`src/rtl/core_pkg.sv`:
```
/*
 shared widths and enums for the RV64I integer ALU core
 alu_op_t values equal func3 so a func3 field casts straight to it
 insn_class_t is one-hot; any opcode not listed here is treated as invalid
*/
package core_pkg;

    localparam int xlen = 64; // data and register width

    typedef enum logic [2:0] {
        st_idle,
        st_fetch,
        st_decode,
        st_exec_r,    // register-register forms
        st_exec_i,    // immediate forms and auipc
        st_writeback,
        st_halt
    } state_t;

    typedef enum logic [2:0] {
        op_add  = 3'b000, // also sub with sub_sra
        op_sll  = 3'b001,
        op_slt  = 3'b010,
        op_sltu = 3'b011,
        op_xor  = 3'b100,
        op_srl  = 3'b101, // also sra with sub_sra
        op_or   = 3'b110,
        op_and  = 3'b111
    } alu_op_t;

    typedef enum logic [6:0] {
        opc_op       = 7'b0110011,
        opc_op_imm   = 7'b0010011,
        opc_op32     = 7'b0111011,
        opc_op_imm32 = 7'b0011011,
        opc_auipc    = 7'b0010111
    } opcode_t;

    typedef enum logic [5:0] {
        cls_op       = 6'b000001,
        cls_op_imm   = 6'b000010,
        cls_op32     = 6'b000100,
        cls_op_imm32 = 6'b001000,
        cls_auipc    = 6'b010000,
        cls_invalid  = 6'b100000
    } insn_class_t;

endpackage

```
`src/rtl/opdecoder.sv`:
```
/*
 opcode decoder, purely combinational
 only bits 6:0 are looked at; func3/func7 legality is not checked
*/
`timescale 1ns/1ns

module opdecoder (
    input  logic [31:0]               insn,
    output core_pkg::insn_class_t     insn_class
);

    always_comb begin
        case (insn[6:0])
            core_pkg::opc_op:       insn_class = core_pkg::cls_op;
            core_pkg::opc_op_imm:   insn_class = core_pkg::cls_op_imm;
            core_pkg::opc_op32:     insn_class = core_pkg::cls_op32;
            core_pkg::opc_op_imm32: insn_class = core_pkg::cls_op_imm32;
            core_pkg::opc_auipc:    insn_class = core_pkg::cls_auipc;
            default:                insn_class = core_pkg::cls_invalid; // halts the core
        endcase
    end

endmodule

```
`config.mk`:
```
export PLATFORM = sky130hd
export DESIGN_NAME = opdecoder
export DESIGN_NICKNAME = d
export VERILOG_FILES = /design/src/rtl/core_pkg.sv /design/src/rtl/opdecoder.sv
export SDC_FILE = /design/constraint.sdc
export NUM_CORES = 1
export LEC_CHECK = 0
export BUFFER_PORTS_ARGS = -buffer_cell sky130_fd_sc_hd__buf_2
export CAP_MARGIN = 40
export CORE_AREA = 4 4 41 43
export DETAILED_ROUTE_END_ITERATION = 12
export DIE_AREA = 0 0 45 47
export PLACE_DENSITY = 0.42
export SLEW_MARGIN = 25
export SYNTH_ARGS = -nofsm -noshare
export SYNTH_HDL_FRONTEND = slang
export SYNTH_SLANG_ARGS = --single-unit
```
`constraint.sdc`:
```
create_clock -name vclk -period 0.8
set_input_delay 0.08 -clock vclk [all_inputs]
set_output_delay 0.08 -clock vclk [all_outputs]
set_load 0.1 [all_outputs]
```
### Yosys cells after proc, flatten, opt, wreduce, memory -nomap -nowiden

Cells that the tools add are included.

* equality and inequality tests: 5
* mux-type cells: 1

Operator list (count)
* 6-bit case mux with 5 select lines: 1
* 7-bit by 5-bit == test with 1-bit output, second input constant: 3
* 7-bit by 6-bit == test with 1-bit output, second input constant: 2

* output and inout port bits: 6
* logic and storage cells: 6
* bits of input ports: 32
* register bits: 0

### Depth between registers and ports, before layout

* word-level depth: 2
* gate-level depth with buffers: 2
* gate-level depth less buffers: 2

### Worst setup path before layout

No wires, ideal clock.

* path kind: input-to-output
* start point: input insn[6]
* end point: output insn_class[3]
* buffers on the path: 0
* data arrival time: 3.392 ns
* required time: 0.720 ns
* slack: -2.672 ns
* cell stages on the path: 2
* path through: nand4b_4 > nor4b_1

* word-level cells in the longest chain between the ends: 2
* elaborated cells between the ends (all ways): 6
* those cells by class: 5 x eq/ne; 1 x mux

Ends and longest elaborated chain
* start: declaration: line opdecoder.sv:8 `input logic [31:0] insn,`
* 7-bit by 5-bit == test with 1-bit output / 7-bit by 6-bit == test with 1-bit output (equally long branches): line opdecoder.sv:13 `case (insn[6:0])`
* 6-bit case mux with 5 select lines (*): line opdecoder.sv:13
* end: declaration: line opdecoder.sv:9 `output core_pkg::insn_class_t insn_class`

Every way passes the cells marked *; elsewhere a longest branch is shown, timed or not.

### Final worst setup path

Same ends and word-level chain as after synthesis.

==> key figures <==
Run status
  • Status: complete, but fails checks
  • Failing checks: setup timing

GRT
  • Grt total ovfl: 0
  • Antenna violations before repair: 0
  • Largest net degree at the start of global routing: 7
  • GRT Overall Usage: 4.64%
  • First-pass GRT wire length: between 700 and 800 µm
  • Number of global-route vias before repair: 166

Detailed routing
  • Routed WL per cell: 11.0 µm
  • Drt pass-1 iters: 2
  • Total Wirelength: 450 µm
  • Vias per inst: 3.68
  • Starting DRT DRC Count: 1
  • Vias: 151
  • Drt drc: 0
  • Final ANT Viol Nets: 0

Finish
  • Register area: 0 µm²
  • # fillers: approximately 140
  • Syn-to-layout area delta: 322%
  • Nets: 60
  • Design area: 359 µm²
  • CLK BUF: 0
  • Share of layout cells above drive strength 1: 92.3%
  • Sequential cell count: 0
  • ANT cells: 0

Setup path
  • CP Launch Type: input port
  • Worst setup path class: input port to output pin
  • Critical path's slowest cell: nor4b_4
  • Worst endpoint required time: 720 ps
  • CP Cell Sequence: buf_6, nand4b_4, nor4b_4, buf_12
  • Crit path DAT: 970 ps
  • Crit. End Element: output pin
  • CP peak stage delay: 320 ps
  • CP Max Fanout: 6

Yosys
  • Synth Cell Area: 85.1 µm²
  • Top area cells in the synthesized netlist: nand4b_4, nor4b_1, nor4b_2
  • Yosys top cell by area: nand4b_4
  • Synth Net Count: 41
  • Post-Syn Area per Cell: 9.45 µm²
  • Seq/Total Area, Yosys: 0%
  • Post-synth top area share: 27.9%
  • Ys Warns: 0
  • Netlist cell types: 8
  • Synth Instances: 9

Timing
  • Tmin final: 1050 ps
  • Period utilization: 131%
  • Count of final setup violators: 6
  • RSZ-0062 raised after global routing: true
  • Setup TNS Final: -1330 ps
  • Final Hold Slack: 593 ps
  • Final setup margin: -247 ps
  • Slew HR: 81.9%
  • Fin. Hold Viols: 0
  • Highest clock rate: 0.955 GHz
  • Least-Margin Pin Slew: approximately 270 ps
  • Pins Over Slew Limit: 0

Die
  • Die Area: 0.00212 mm²
  • DIE HEIGHT: 47 µm
  • Die X: 45 µm
  • Initial Util: 6.54%
  • IO Count: 38
  • FP Rows: 13
  • Core Region: roughly 0.0013 mm²

Place
  • Port buffer count: 13
  • DP Area: 325 µm²
  • Worst slack, placed: -267 ps
  • Gp weighted congestion: 0.776

Job
  • Max_cap viols: 0

Power
  • Overall power consumption: 0.000114 W
  • Power density over the cells: 316 mW/mm²
  • Lkg Pwr: 0.153 nW
  • VDD IR max: about 0.085 mV

Hold path
  • Hold crit path type: input port to output pin
final cells by class:
class	instances	area, µm²	area share [%]
timing repair buffer	17	186	51.9
tap	15	18.8	5.23
multi-input combinational	9	154	42.9
per-layer routing:
| metal | wire length (µm) | track usage (%) | up-vias |
|---|---|---|---|
| met3 | 61 | 0.766 | 0 |
| li1 | - | - | 73 |
| met1 | 173 | 5.39 | 66 |
| met4 | 0 | 0 | 0 |
| met2 | 214 | 9.32 | 12 |
| met5 | 0 | 0 | - |
synthesized netlist by cell type:
| cell type | n |
|---|---|
| nand2b_1 | 1 |
| nand3b_1 | 1 |
| nand4b_4 | 1 |
| nor2_1 | 1 |
| nor4_1 | 1 |
| nor4b_1 | 2 |
| nor4b_2 | 1 |
| o21ai_0 | 1 |
cell usage in the layout (no fill, tap or decap), drive strengths merged:
master,synthesis,final
buf,0,17
nand2b,1,1
nand3b,1,1
nand4b,1,1
nor2,1,1
nor4,1,1
nor4b,3,3
o21ai,1,1
path summary, 6_finish.rpt:
kind  startpoint             to  slack [ps]  cells past startpoint
max      insn[6]  insn_class[3]        -250                      4
min      insn[5]  insn_class[1]         590                      3
metrics by stage:
step / util (%) / instances
floorplan: - / 9
global placement: 25.0 / 40
detailed placement: 25.0 / 40
CTS: 26.6 / 40
global route: 27.6 / 41
finish: 27.6 / 41
power by group:
group          leakage (nW)  total, W  internal, W  switching [W]
registers                 0         0            0              0
logic                 0.153  0.000114    0.0000492      0.0000644
clock network             0         0            0              0
logic make-up after synthesis:
group | Yosys count | synth area share, %
simple gates | 8 | 94.1
compound gates | 1 | 5.88
worst max-delay path: cells and delay by family:
family        cells  cell delay (ps)
buf+inv           2              300
simple gates      2              580
repair_timing:
item | 4_1_cts | 5_1_grt
buffers inserted | 0 | 1
cloned | 0 | 0
setup endpoints to repair | 6 | 6
hold buffers | 0 | 0
resized for setup | 5 | 2
pin swaps | 1 | 0
Note: power is estimated with default switching activity, not from simulation.
