==> src/rtl/core_pkg.sv <==
/*
 shared widths and enums for the RV64I integer ALU core
 alu_op_t values equal func3 so a func3 field casts straight to it
 insn_class_t is one-hot; any opcode not listed here is treated as invalid
*/
package core_pkg;

    localparam int xlen = 64; // data and register width

    typedef enum logic [2:0] {
        st_idle,
        st_fetch,
        st_decode,
        st_exec_r,    // register-register forms
        st_exec_i,    // immediate forms and auipc
        st_writeback,
        st_halt
    } state_t;

    typedef enum logic [2:0] {
        op_add  = 3'b000, // also sub with sub_sra
        op_sll  = 3'b001,
        op_slt  = 3'b010,
        op_sltu = 3'b011,
        op_xor  = 3'b100,
        op_srl  = 3'b101, // also sra with sub_sra
        op_or   = 3'b110,
        op_and  = 3'b111
    } alu_op_t;

    typedef enum logic [6:0] {
        opc_op       = 7'b0110011,
        opc_op_imm   = 7'b0010011,
        opc_op32     = 7'b0111011,
        opc_op_imm32 = 7'b0011011,
        opc_auipc    = 7'b0010111
    } opcode_t;

    typedef enum logic [5:0] {
        cls_op       = 6'b000001,
        cls_op_imm   = 6'b000010,
        cls_op32     = 6'b000100,
        cls_op_imm32 = 6'b001000,
        cls_auipc    = 6'b010000,
        cls_invalid  = 6'b100000
    } insn_class_t;

endpackage

==> src/rtl/fsm_alu.sv <==
/*
 multicycle control FSM: fetch, decode, execute, writeback
 all outputs are registered from the next state, so they line up with the state
 run_start is only honoured in idle or halt
*/
`timescale 1ns/1ns

module fsm_alu (
    input  logic                  clk,
    input  logic                  rst_n,
    input  logic                  run_start,
    input  logic [31:0]           insn,
    input  core_pkg::insn_class_t insn_class,
    output logic                  load_pc,
    output logic                  load_ins,
    output logic                  load_rs1,
    output logic                  load_rs2,
    output logic                  load_imm,
    output logic                  load_alu,
    output logic                  load_regfile,
    output logic                  sel_alu_a,     // 1 = pc
    output logic                  sel_alu_b,     // 1 = immediate
    output logic                  sub_sra,
    output logic                  word_op,
    output core_pkg::alu_op_t     alu_op,
    output logic                  busy,
    output logic                  halted
);

    core_pkg::state_t state;
    core_pkg::state_t next;
    logic [2:0]       func3;
    logic             set_less;

    assign func3    = insn[14:12];
    assign set_less = (func3 == 3'b010) || (func3 == 3'b011); // compare runs as a subtract

    always_ff @(posedge clk or negedge rst_n) begin
        if (!rst_n) begin
            state <= core_pkg::st_idle;
        end else begin
            state <= next;
        end
    end

    always_comb begin
        next = state;
        case (state)
            core_pkg::st_idle,
            core_pkg::st_halt:      if (run_start) next = core_pkg::st_fetch;
            core_pkg::st_fetch:     next = core_pkg::st_decode;
            core_pkg::st_decode: begin
                case (insn_class)
                    core_pkg::cls_op,
                    core_pkg::cls_op32:     next = core_pkg::st_exec_r;
                    core_pkg::cls_op_imm,
                    core_pkg::cls_op_imm32,
                    core_pkg::cls_auipc:    next = core_pkg::st_exec_i;
                    default:                next = core_pkg::st_halt;
                endcase
            end
            core_pkg::st_exec_r,
            core_pkg::st_exec_i:    next = core_pkg::st_writeback;
            core_pkg::st_writeback: next = core_pkg::st_fetch; // pc already moved on
            default:                next = core_pkg::st_idle;
        endcase
    end

    always_ff @(posedge clk or negedge rst_n) begin
        if (!rst_n) begin
            {load_pc, load_ins, load_rs1, load_rs2, load_imm, load_alu} <= '0;
            {load_regfile, sel_alu_a, sel_alu_b, sub_sra, word_op} <= '0;
            alu_op <= core_pkg::op_add;
            busy   <= 1'b0;
            halted <= 1'b0;
        end else begin
            {load_pc, load_ins, load_rs1, load_rs2, load_imm, load_alu} <= '0;
            {load_regfile, sel_alu_a, sel_alu_b, sub_sra, word_op} <= '0;
            alu_op <= core_pkg::op_add;
            busy   <= (next != core_pkg::st_idle) && (next != core_pkg::st_halt);
            halted <= next == core_pkg::st_halt;
            case (next)
                core_pkg::st_fetch:  load_ins <= 1'b1;
                core_pkg::st_decode: begin
                    load_rs1 <= 1'b1;
                    load_rs2 <= 1'b1;
                    load_imm <= 1'b1;
                end
                core_pkg::st_exec_r: begin
                    load_alu <= 1'b1;
                    alu_op   <= core_pkg::alu_op_t'(func3);
                    sub_sra  <= set_less || insn[30]; // bit 30 marks sub and sra
                    word_op  <= insn_class == core_pkg::cls_op32;
                end
                core_pkg::st_exec_i: begin
                    load_alu  <= 1'b1;
                    sel_alu_b <= 1'b1;
                    if (insn_class == core_pkg::cls_auipc) begin
                        sel_alu_a <= 1'b1; // pc + U immediate, plain add
                    end else begin
                        alu_op  <= core_pkg::alu_op_t'(func3);
                        sub_sra <= set_less || (func3 == 3'b101 && insn[30]); // srai
                        word_op <= insn_class == core_pkg::cls_op_imm32;
                    end
                end
                core_pkg::st_writeback: begin
                    load_pc      <= 1'b1;
                    load_regfile <= 1'b1;
                end
                default: ;
            endcase
        end
    end

    // each step owns one group of loads
    loads_onehot: assert property (@(posedge clk) disable iff (!rst_n)
        $onehot0({load_ins, load_rs1 | load_rs2 | load_imm, load_alu, load_pc | load_regfile}));

    // a register write always follows the execute step that loaded the result
    rf_write_in_wb: assert property (@(posedge clk) disable iff (!rst_n)
        load_regfile |-> state == core_pkg::st_writeback && $past(load_alu));

endmodule

==> config.mk <==
export PLATFORM = sky130hd
export DESIGN_NAME = fsm_alu
export DESIGN_NICKNAME = d
export VERILOG_FILES = /design/src/rtl/core_pkg.sv /design/src/rtl/fsm_alu.sv
export SDC_FILE = /design/constraint.sdc
export NUM_CORES = 1
export LEC_CHECK = 0
export ABC_AREA = 1
export BUFFER_PORTS_ARGS = -buffer_cell sky130_fd_sc_hd__buf_2
export CAP_MARGIN = 20
export CORE_MARGIN = 3
export CORE_UTILIZATION = 42
export CTS_BUF_LIST = sky130_fd_sc_hd__clkbuf_4 sky130_fd_sc_hd__clkbuf_8
export DETAILED_ROUTE_END_ITERATION = 8
export GPL_TIMING_DRIVEN = 1
export PLACE_DENSITY = 0.81
export SETUP_SLACK_MARGIN = 0.5
export SLEW_MARGIN = 10
export SYNTH_ARGS = -nofsm -noshare
export SYNTH_HDL_FRONTEND = slang
export SYNTH_SLANG_ARGS = --single-unit
==> constraint.sdc <==
create_clock -name clk -period 1.4 [get_ports clk]
set_input_delay 0.14 -clock clk [delete_from_list [all_inputs] [get_ports clk]]
set_output_delay 0.14 -clock clk [all_outputs]
set_load 0.01 [all_outputs]
Yosys cells after proc, flatten, opt, wreduce, memory -nomap -nowiden
Index checks and enable logic that the tools add are counted.

storage, ports and cells
  bits of input ports = 41
  output and inout port bits = 16
  register bits = 16
  word-level logic and storage cells = 61

cells by class
  reductions and logical operators = 12
  equality and inequality tests = 21
  muxes and demuxes = 16

operators with widths
  cell                                                              count
  3-bit == test (second input constant)                             7
  3-bit by 2-bit == test with 1-bit output (second input constant)  6
  3-bit case mux with 5 select lines                                1
  3-bit case mux with 2 select lines                                2
  1-bit 2-to-1 mux                                                  9
  2-bit OR reduction                                                4
  3-bit by 1-bit == test with 1-bit output (second input constant)  2
  6-bit by 1-bit == test with 1-bit output (second input constant)  1
  6-bit by 2-bit == test with 1-bit output (second input constant)  1
  6-bit by 3-bit == test with 1-bit output (second input constant)  1
  6-bit by 4-bit == test with 1-bit output (second input constant)  1
  6-bit by 5-bit == test with 1-bit output (second input constant)  1
  3-bit 2-to-1 mux                                                  2
  1-bit case mux with 2 select lines                                2
  3-bit zero test                                                   1
  1-bit logical OR                                                  3
  3-bit != test (second input constant)                             1
  3-bit nonzero test                                                1
  3-bit OR reduction                                                1
  1-bit logical AND                                                 2

Longest topological paths before layout
Gate-level depths: netlist (run 1).

  depth in word-level cells = 7
  gate-level depth with buffers = 9
  mapped depth without buffers = 9

Least setup slack after synthesis (run 1)
Ideal clock, no wire load.

  path kind = flip-flop to flip-flop
  from = register state[2]
  to = register alu_op[0]
  setup slack = 0.165 ns
  data arrival time = 1.161 ns
  setup time = 0.074 ns
  path buffers = 0
  required time = 1.326 ns
  cell stages (with the launch flop) = 10
  period minus slack after synthesis = 1.235 ns
  cells stage by stage = dfrtp_1 inv_2 nand2_2 nor2_4 inv_2 nand2_4 nand2_4 nor2_8 nand2_4 o21ai_2

between the ends
  cells in the longest elaborated chain, start to end = 5
  elaborated cells between the ends (all ways) = 14
  classes of those cells = 8 x eq/ne; 3 x mux; 3 x reduce/logical

ends and longest elaborated chain
  element                                                                    line            source
  from (decl)                                                                fsm_alu.sv:30   core_pkg::state_t state;
  from (signal assigned)                                                     fsm_alu.sv:40   state <= core_pkg::st_idle;
  from (signal assigned)                                                     fsm_alu.sv:42   state <= next;
  3-bit by 2-bit == test with 1-bit output, or another cell as far along     fsm_alu.sv:48   case (state)
  2-bit OR reduction                                                         fsm_alu.sv:48
  3-bit case mux with 5 select lines (*)                                     fsm_alu.sv:48
  net next[0]                                                                fsm_alu.sv:31   core_pkg::state_t next;
  3-bit == test or 3-bit by 2-bit == test with 1-bit output (tied branches)  fsm_alu.sv:82   case (next)
  3-bit case mux with 2 select lines (*)                                     fsm_alu.sv:82
  to (signal assigned)                                                       fsm_alu.sv:79   alu_op <= core_pkg::op_add;
  to (signal assigned)                                                       fsm_alu.sv:91   alu_op <= core_pkg::alu_op_t'(func3);
  to (signal assigned)                                                       fsm_alu.sv:101  alu_op <= core_pkg::alu_op_t'(func3);
  to (decl)                                                                  fsm_alu.sv:25   output core_pkg::alu_op_t alu_op,

The timed path passes the listed nets; every way through them passes the cells marked *.

Worst setup path in the final report (run 1)
  from = register state[2]
  to = register alu_op[1]

The elaborated chain is that of the path after synthesis.

==> run metrics, run 1 <==
outcome=finished clean; fraction of layout cells with a size suffix above 1=51.2%; Synth Warn #=0; TritonCTS buffer count=3; Static Leak=0.000605 uW; synth top area cells=dfrtp_1, nand2_4, inv_1, nand2_1, o21ai_2; setup TNS=0 ps; Post-Synth XOR/XNOR Area=0%; number of global-route vias before repair=roughly 600; Simple-Gate Fraction of Synth Area=around 33%; GP Congestion=0.828; Gate Count Post-Synth=89; area share of fa/ha/maj cells after synthesis=0%; #FFs+latches synth=16; Setup violations, final=0; DRC Markers=0; # rows=15; clk buf depth=2; final hold violations=0; htree depth=1; final instance area=1060 um2; Yosys cell types=21; hold slack=between 90 and 100 ps; CP bufs+invs=2; post-synth top area share=48.2%; mux cell area share after synthesis=0%; starting density of the core=46.1%; via/cell ratio=5.02; Setup WS post-layout=approximately 110 ps; first-pass GRT wire length=2510 um; Via Count=roughly 730; DIE AREA=2550 um2; max-slew violation count=0; Met2 Routed Length=about 740 um; Worst IR Drop VDD=835 uV; Hold Path Class=in -> reg; crit path from=state[2]; CTS tree=built; largest net degree at the start of global routing=17; placed cell area=992 um2; drt wl/cell=between 10 and 15 um; router iterations before antenna repair=5; Tcrit/Tclk final=92.2%; main combinational cell family by area after synthesis=simple AND/OR/NAND/NOR gates; Crit path largest cell delay=410 ps; CP dominant cell by count=inv_2; Slew HR=76.8%; Final nets=164; Worst Setup End Kind=register; die height=50.5 um; hpwl dp=1160 um; worst skew pair latency=280 ps; Core Box Area=1800 um2; chip width=50.5 um; Yosys top cell by area=dfrtp_1; unrepaired setup endpoints after global routing=true; register area share after synthesis=48.2%; Starting DRT DRC Count=27; Hold Startpoint=insn[12]; Post-Route Skew=between 5 and 6 ps; post-layout min period=1290 ps; largest delay contributor family on the critical path=flip-flops; # fillers=171; initial antenna violation count=0; Post-DRT Antenna Nets=0; syn avg cell area=9.33 um2; worst path required time=1620 ps; Worst-path clk slew=90 ps; Boundary Pins=57; routed wire length=1480 um; startpoint types=register; Crit Path Max Fanout=7; I/O Buffers=28; Max stage delay cell, worst path=dfrtp_1; Total Power=around 2100 uW; M1 WL=569 um; Crit Path Class=reg -> reg; area grow syn2layout=27.9%; clk sink count=16; Net Count, Synth=130; CP Cell Sequence=inv_2 -> nand2_4 -> nor2_4 -> inv_2 -> o21ai_4 -> nand2_8 -> o21ai_2; Arr. time, crit path=1510 ps; gr usage total=about an eighth; pwr dens=1930 nW/um2; clk root buf=clkbuf_4; Post-Place Setup Slack=64.0 ps; GR Overflow Total=0; Compound-Gate Fraction of Synth Area=9.49%; ANT cells=0; worst-margin pin slew=348 ps; Fmax=775 MHz; met3 WL=around 140 um; Cell Area, Synth=831 um2; top layer in use=met4; max_cap viols=0; Reg2Reg Launch Point=state[2]
path summary, 6_finish.rpt:
path / to / slack (ps) / depth (start not counted)
max: alu_op[1] / 110 / 7
min: alu_op[0] / 100 / 3
max reg2reg: alu_op[1] / 110 / 7
min reg2reg: load_regfile / 600 / 1
max in group asynchronous: state[1] / 840 / 2
min in group asynchronous: sel_alu_b / 280 / 2
final cells by class:
type                    count  area (um2)  area share [%]
flip-flops and latches     16         403            37.9
multi-input cells          56         380            35.8
repair buffers             32         173            16.3
inverters                  14        52.6            4.95
well taps                  25        31.3            2.94
clock buffers               3        22.5            2.12
worst register-to-register path, delay by kind of cell, from the launching register on:
family / cells / cell delay (ps)
and+or+nand+nor: 3 / 270
DFF: 1 / 410
AOI/OAI and AO/OA: 2 / 390
buffers and inverters: 2 / 160
cell usage after synthesis, drive strengths merged:
master	n
buf	3
dfrtp	16
inv	14
nand2	19
nand3	7
nand3b	1
nand4	4
nor2	14
o211ai	1
o21ai	9
or2	1
registers in the layout, summed over array words and instances, names as in the netlist:
name          flops
alu_op            3
busy              1
halted            1
load_alu          1
load_imm          1
load_ins          1
load_regfile      1
sel_alu_a         1
sel_alu_b         1
state             3
sub_sra           1
word_op           1
cell usage in the layout (no fill, tap or decap), drive strengths merged:
master,instances
dlygate4sd3,1
nand3b,1
inv,14
nand2,19
clkbuf,3
nand4,4
nor2,14
o21ai,9
o211ai,1
or2,1
nand3,7
dfrtp,16
buf,31
kinds of logic (layout without fill, tap and decap cells):
group / count (synthesis) / in the layout
AND/OR/NAND/NOR: 46 / 46
buffers and inverters: 17 / 49
flip-flops: 16 / 16
AO/OA/AOI/OAI: 10 / 10
routing by layer:
| layer | up-vias | global-route usage [%] |
|---|---|---|
| li1 | 349 | - |
| met1 | 332 | 16.1 |
| met2 | 46 | 21.3 |
| met3 | 6 | 3.56 |
| met4 | 0 | 6.73 |
| met5 | - | 0 |
where the power goes:
part / switching [uW] / internal [uW]
combinational: 677 / 426
clock: 136 / 99.8
sequential: 95.4 / 620
timing repair:
action | in CTS | in global routing
resized for setup | 3 | 5
endpoints found under the hold margin | 16 | 0
hold buffers | 1 | 0
setup buffers | 1 | 1
pin swaps | 5 | 4
endpoints found under the setup margin | 30 | 31
metrics by stage:
stage	utilization (%)	cells
floorplan	-	89
global placement	55.1	140
detailed placement	55.1	140
CTS	57.8	145
global route	59.0	146
finish	59.0	146
Power figures use the tool's default switching activity.
==> run 2, diff against run 1 <==
CTS_BUF_LIST = sky130_fd_sc_hd__clkbuf_8   (was sky130_fd_sc_hd__clkbuf_4 sky130_fd_sc_hd__clkbuf_8)
==> run 2 against run 1 <==
  * Critical path depth unchanged
  * Wire length decreased by 0.74%
  * Clock-buffer cell count unchanged
  * Largest cell class unchanged
==> run metrics, run 2 (synthesis results as in run 1) <==
hpwl dp=1160 um; Reg2Reg Launch Point=state[2]; startpoint types=register; worst reg2reg setup slack=110 ps; Tcrit/Tclk final=91.8%; unrepaired setup endpoints after global routing=true; Crit Path Max Fanout=7; Starting DRT DRC Count=21; CTS tree=built; Static Leak=0.000618 uW; initial antenna violation count=0; fraction of layout cells with a size suffix above 1=50.8%; drt wl/cell=9.99 um; Worst IR Drop VDD=1200 uV; Worst Setup End Kind=register; clk buf depth=2; crit path from=state[2]; Min-Delay Endpoint=alu_op[0]; clk root buf=clkbuf_8; Core Box Area=1800 um2; htree depth=1; Post-Route Skew=1.48 ps; GR Overflow Total=0; Hold Path Class=in -> reg; # rows=15; r2r worst-path depth=7; Via Count=a little over 700; DRC Markers=0; Worst-path clk slew=around 60 ps; worst path required time=1570 ps; most frequent cells in the layout=buf_2, dfrtp_1, nand2_1; TritonCTS buffer count=3; outcome=finished clean; clk sink count=16; Final nets=165; WHS Path Cells=3; DIE AREA=2550 um2; GP Congestion=~0.83; gr usage total=between 10% and 20%; final hold violations=0; Post-DRT Antenna Nets=0; hold slack=roughly 140 ps; Fmax=approximately 800 MHz; Setup violations, final=0; Slew HR=around three quarters; pwr dens=2000 nW/um2; Regs by FF count=alu_op (3), state (3); router iterations before antenna repair=5; routed wire length=around 1500 um; area grow syn2layout=31.0%; Arr. time, crit path=1460 ps; worst skew pair latency=240 ps; first-pass GRT wire length=2490 um; die height=about 50 um; number of global-route vias before repair=between 600 and 700; via/cell ratio=about 4.8; R2R Path End=alu_op[1]; I/O Buffers=28; setup TNS=0 ps; largest net degree at the start of global routing=17; Boundary Pins=between 50 and 60; post-layout min period=1290 ps; most common cell after layout, fill and taps aside=buf_2; chip width=50.5 um; starting density of the core=between 40 and 50%; max-slew violation count=0; ANT cells=0; max_cap viols=0; Hold Startpoint=insn[12]; worst-margin pin slew=356 ps; Crit Path Class=reg -> reg
[run 2: cell count changes in the layout (fill, tap and decap cells not counted)]
| cell | change |
|---|---|
| clkbuf_4 | -3 |
| inv_2 | -1 |
| buf_4 | +1 |
| inv_1 | +1 |
| clkbuf_8 | +3 |
[run 2: layout make-up]
type | count | area [um2]
Clock buffer | 3 | 41.3
Fill cell | 165 | 713
Multi-Input combinational cell | 56 | 380
Tap cell | 25 | 31.3
Inverter | 14 | 52.6
Sequential cell | 16 | 403
Timing Repair Buffer | 33 | 180
[run 2: worst max-delay path by stage]
stage | endpoint | slack (ps)
after global placement | load_alu | 80
final | alu_op[1] | 110
after floorplan | alu_op[0] | 170
after detailed placement | load_alu | 60
after CTS | load_alu | 100
after global routing | busy | 4
[run 2: per-stage QoR]
step	power, uW	util [%]	cells	setup slack [ps]	instance area (um2)
floorplan	1470	-	89	168	836
global placement	1660	55.1	140	76.1	992
detailed placement	1680	55.1	140	64.0	992
CTS	2040	58.8	145	99.0	1060
global route	2350	60.4	147	4.16	1090
finish	2170	60.4	147	115	1090
[run 2: power by group]
part           switching (uW)  total [uW]  internal, uW
clock network             137         327           190
registers                93.7         716           622
logic                     679        1130           452
[run 2: routing by layer]
| metal | global-route usage (%) | share of wire, % | routed length (um) | vias up |
|---|---|---|---|---|
| li1 | - | - | - | 353 |
| met1 | 15.9 | 39 | 577 | 323 |
| met2 | 21.3 | 51 | 749 | 34 |
| met3 | 5.34 | 8.5 | 125 | 2 |
| met4 | 4.04 | 1.1 | 16 | 0 |
| met5 | 0 | 0 | 0 | - |
[run 2: timing repair]
action,CTS,global route
buffers inserted,1,2
pin swaps,5,4
cloned,0,0
gates resized for setup,3,4
endpoints found under the setup margin,14,22
hold endpoints to repair,16,0
hold buffers,1,0
[run 2: critical path, stage by stage (launching register included)]
cell,delay (ps)
dfrtp_1,400
inv_2,90
nand2_4,60
nor2_4,100
inv_2,70
o21ai_4,270
nand2_8,110
o21ai_2,110
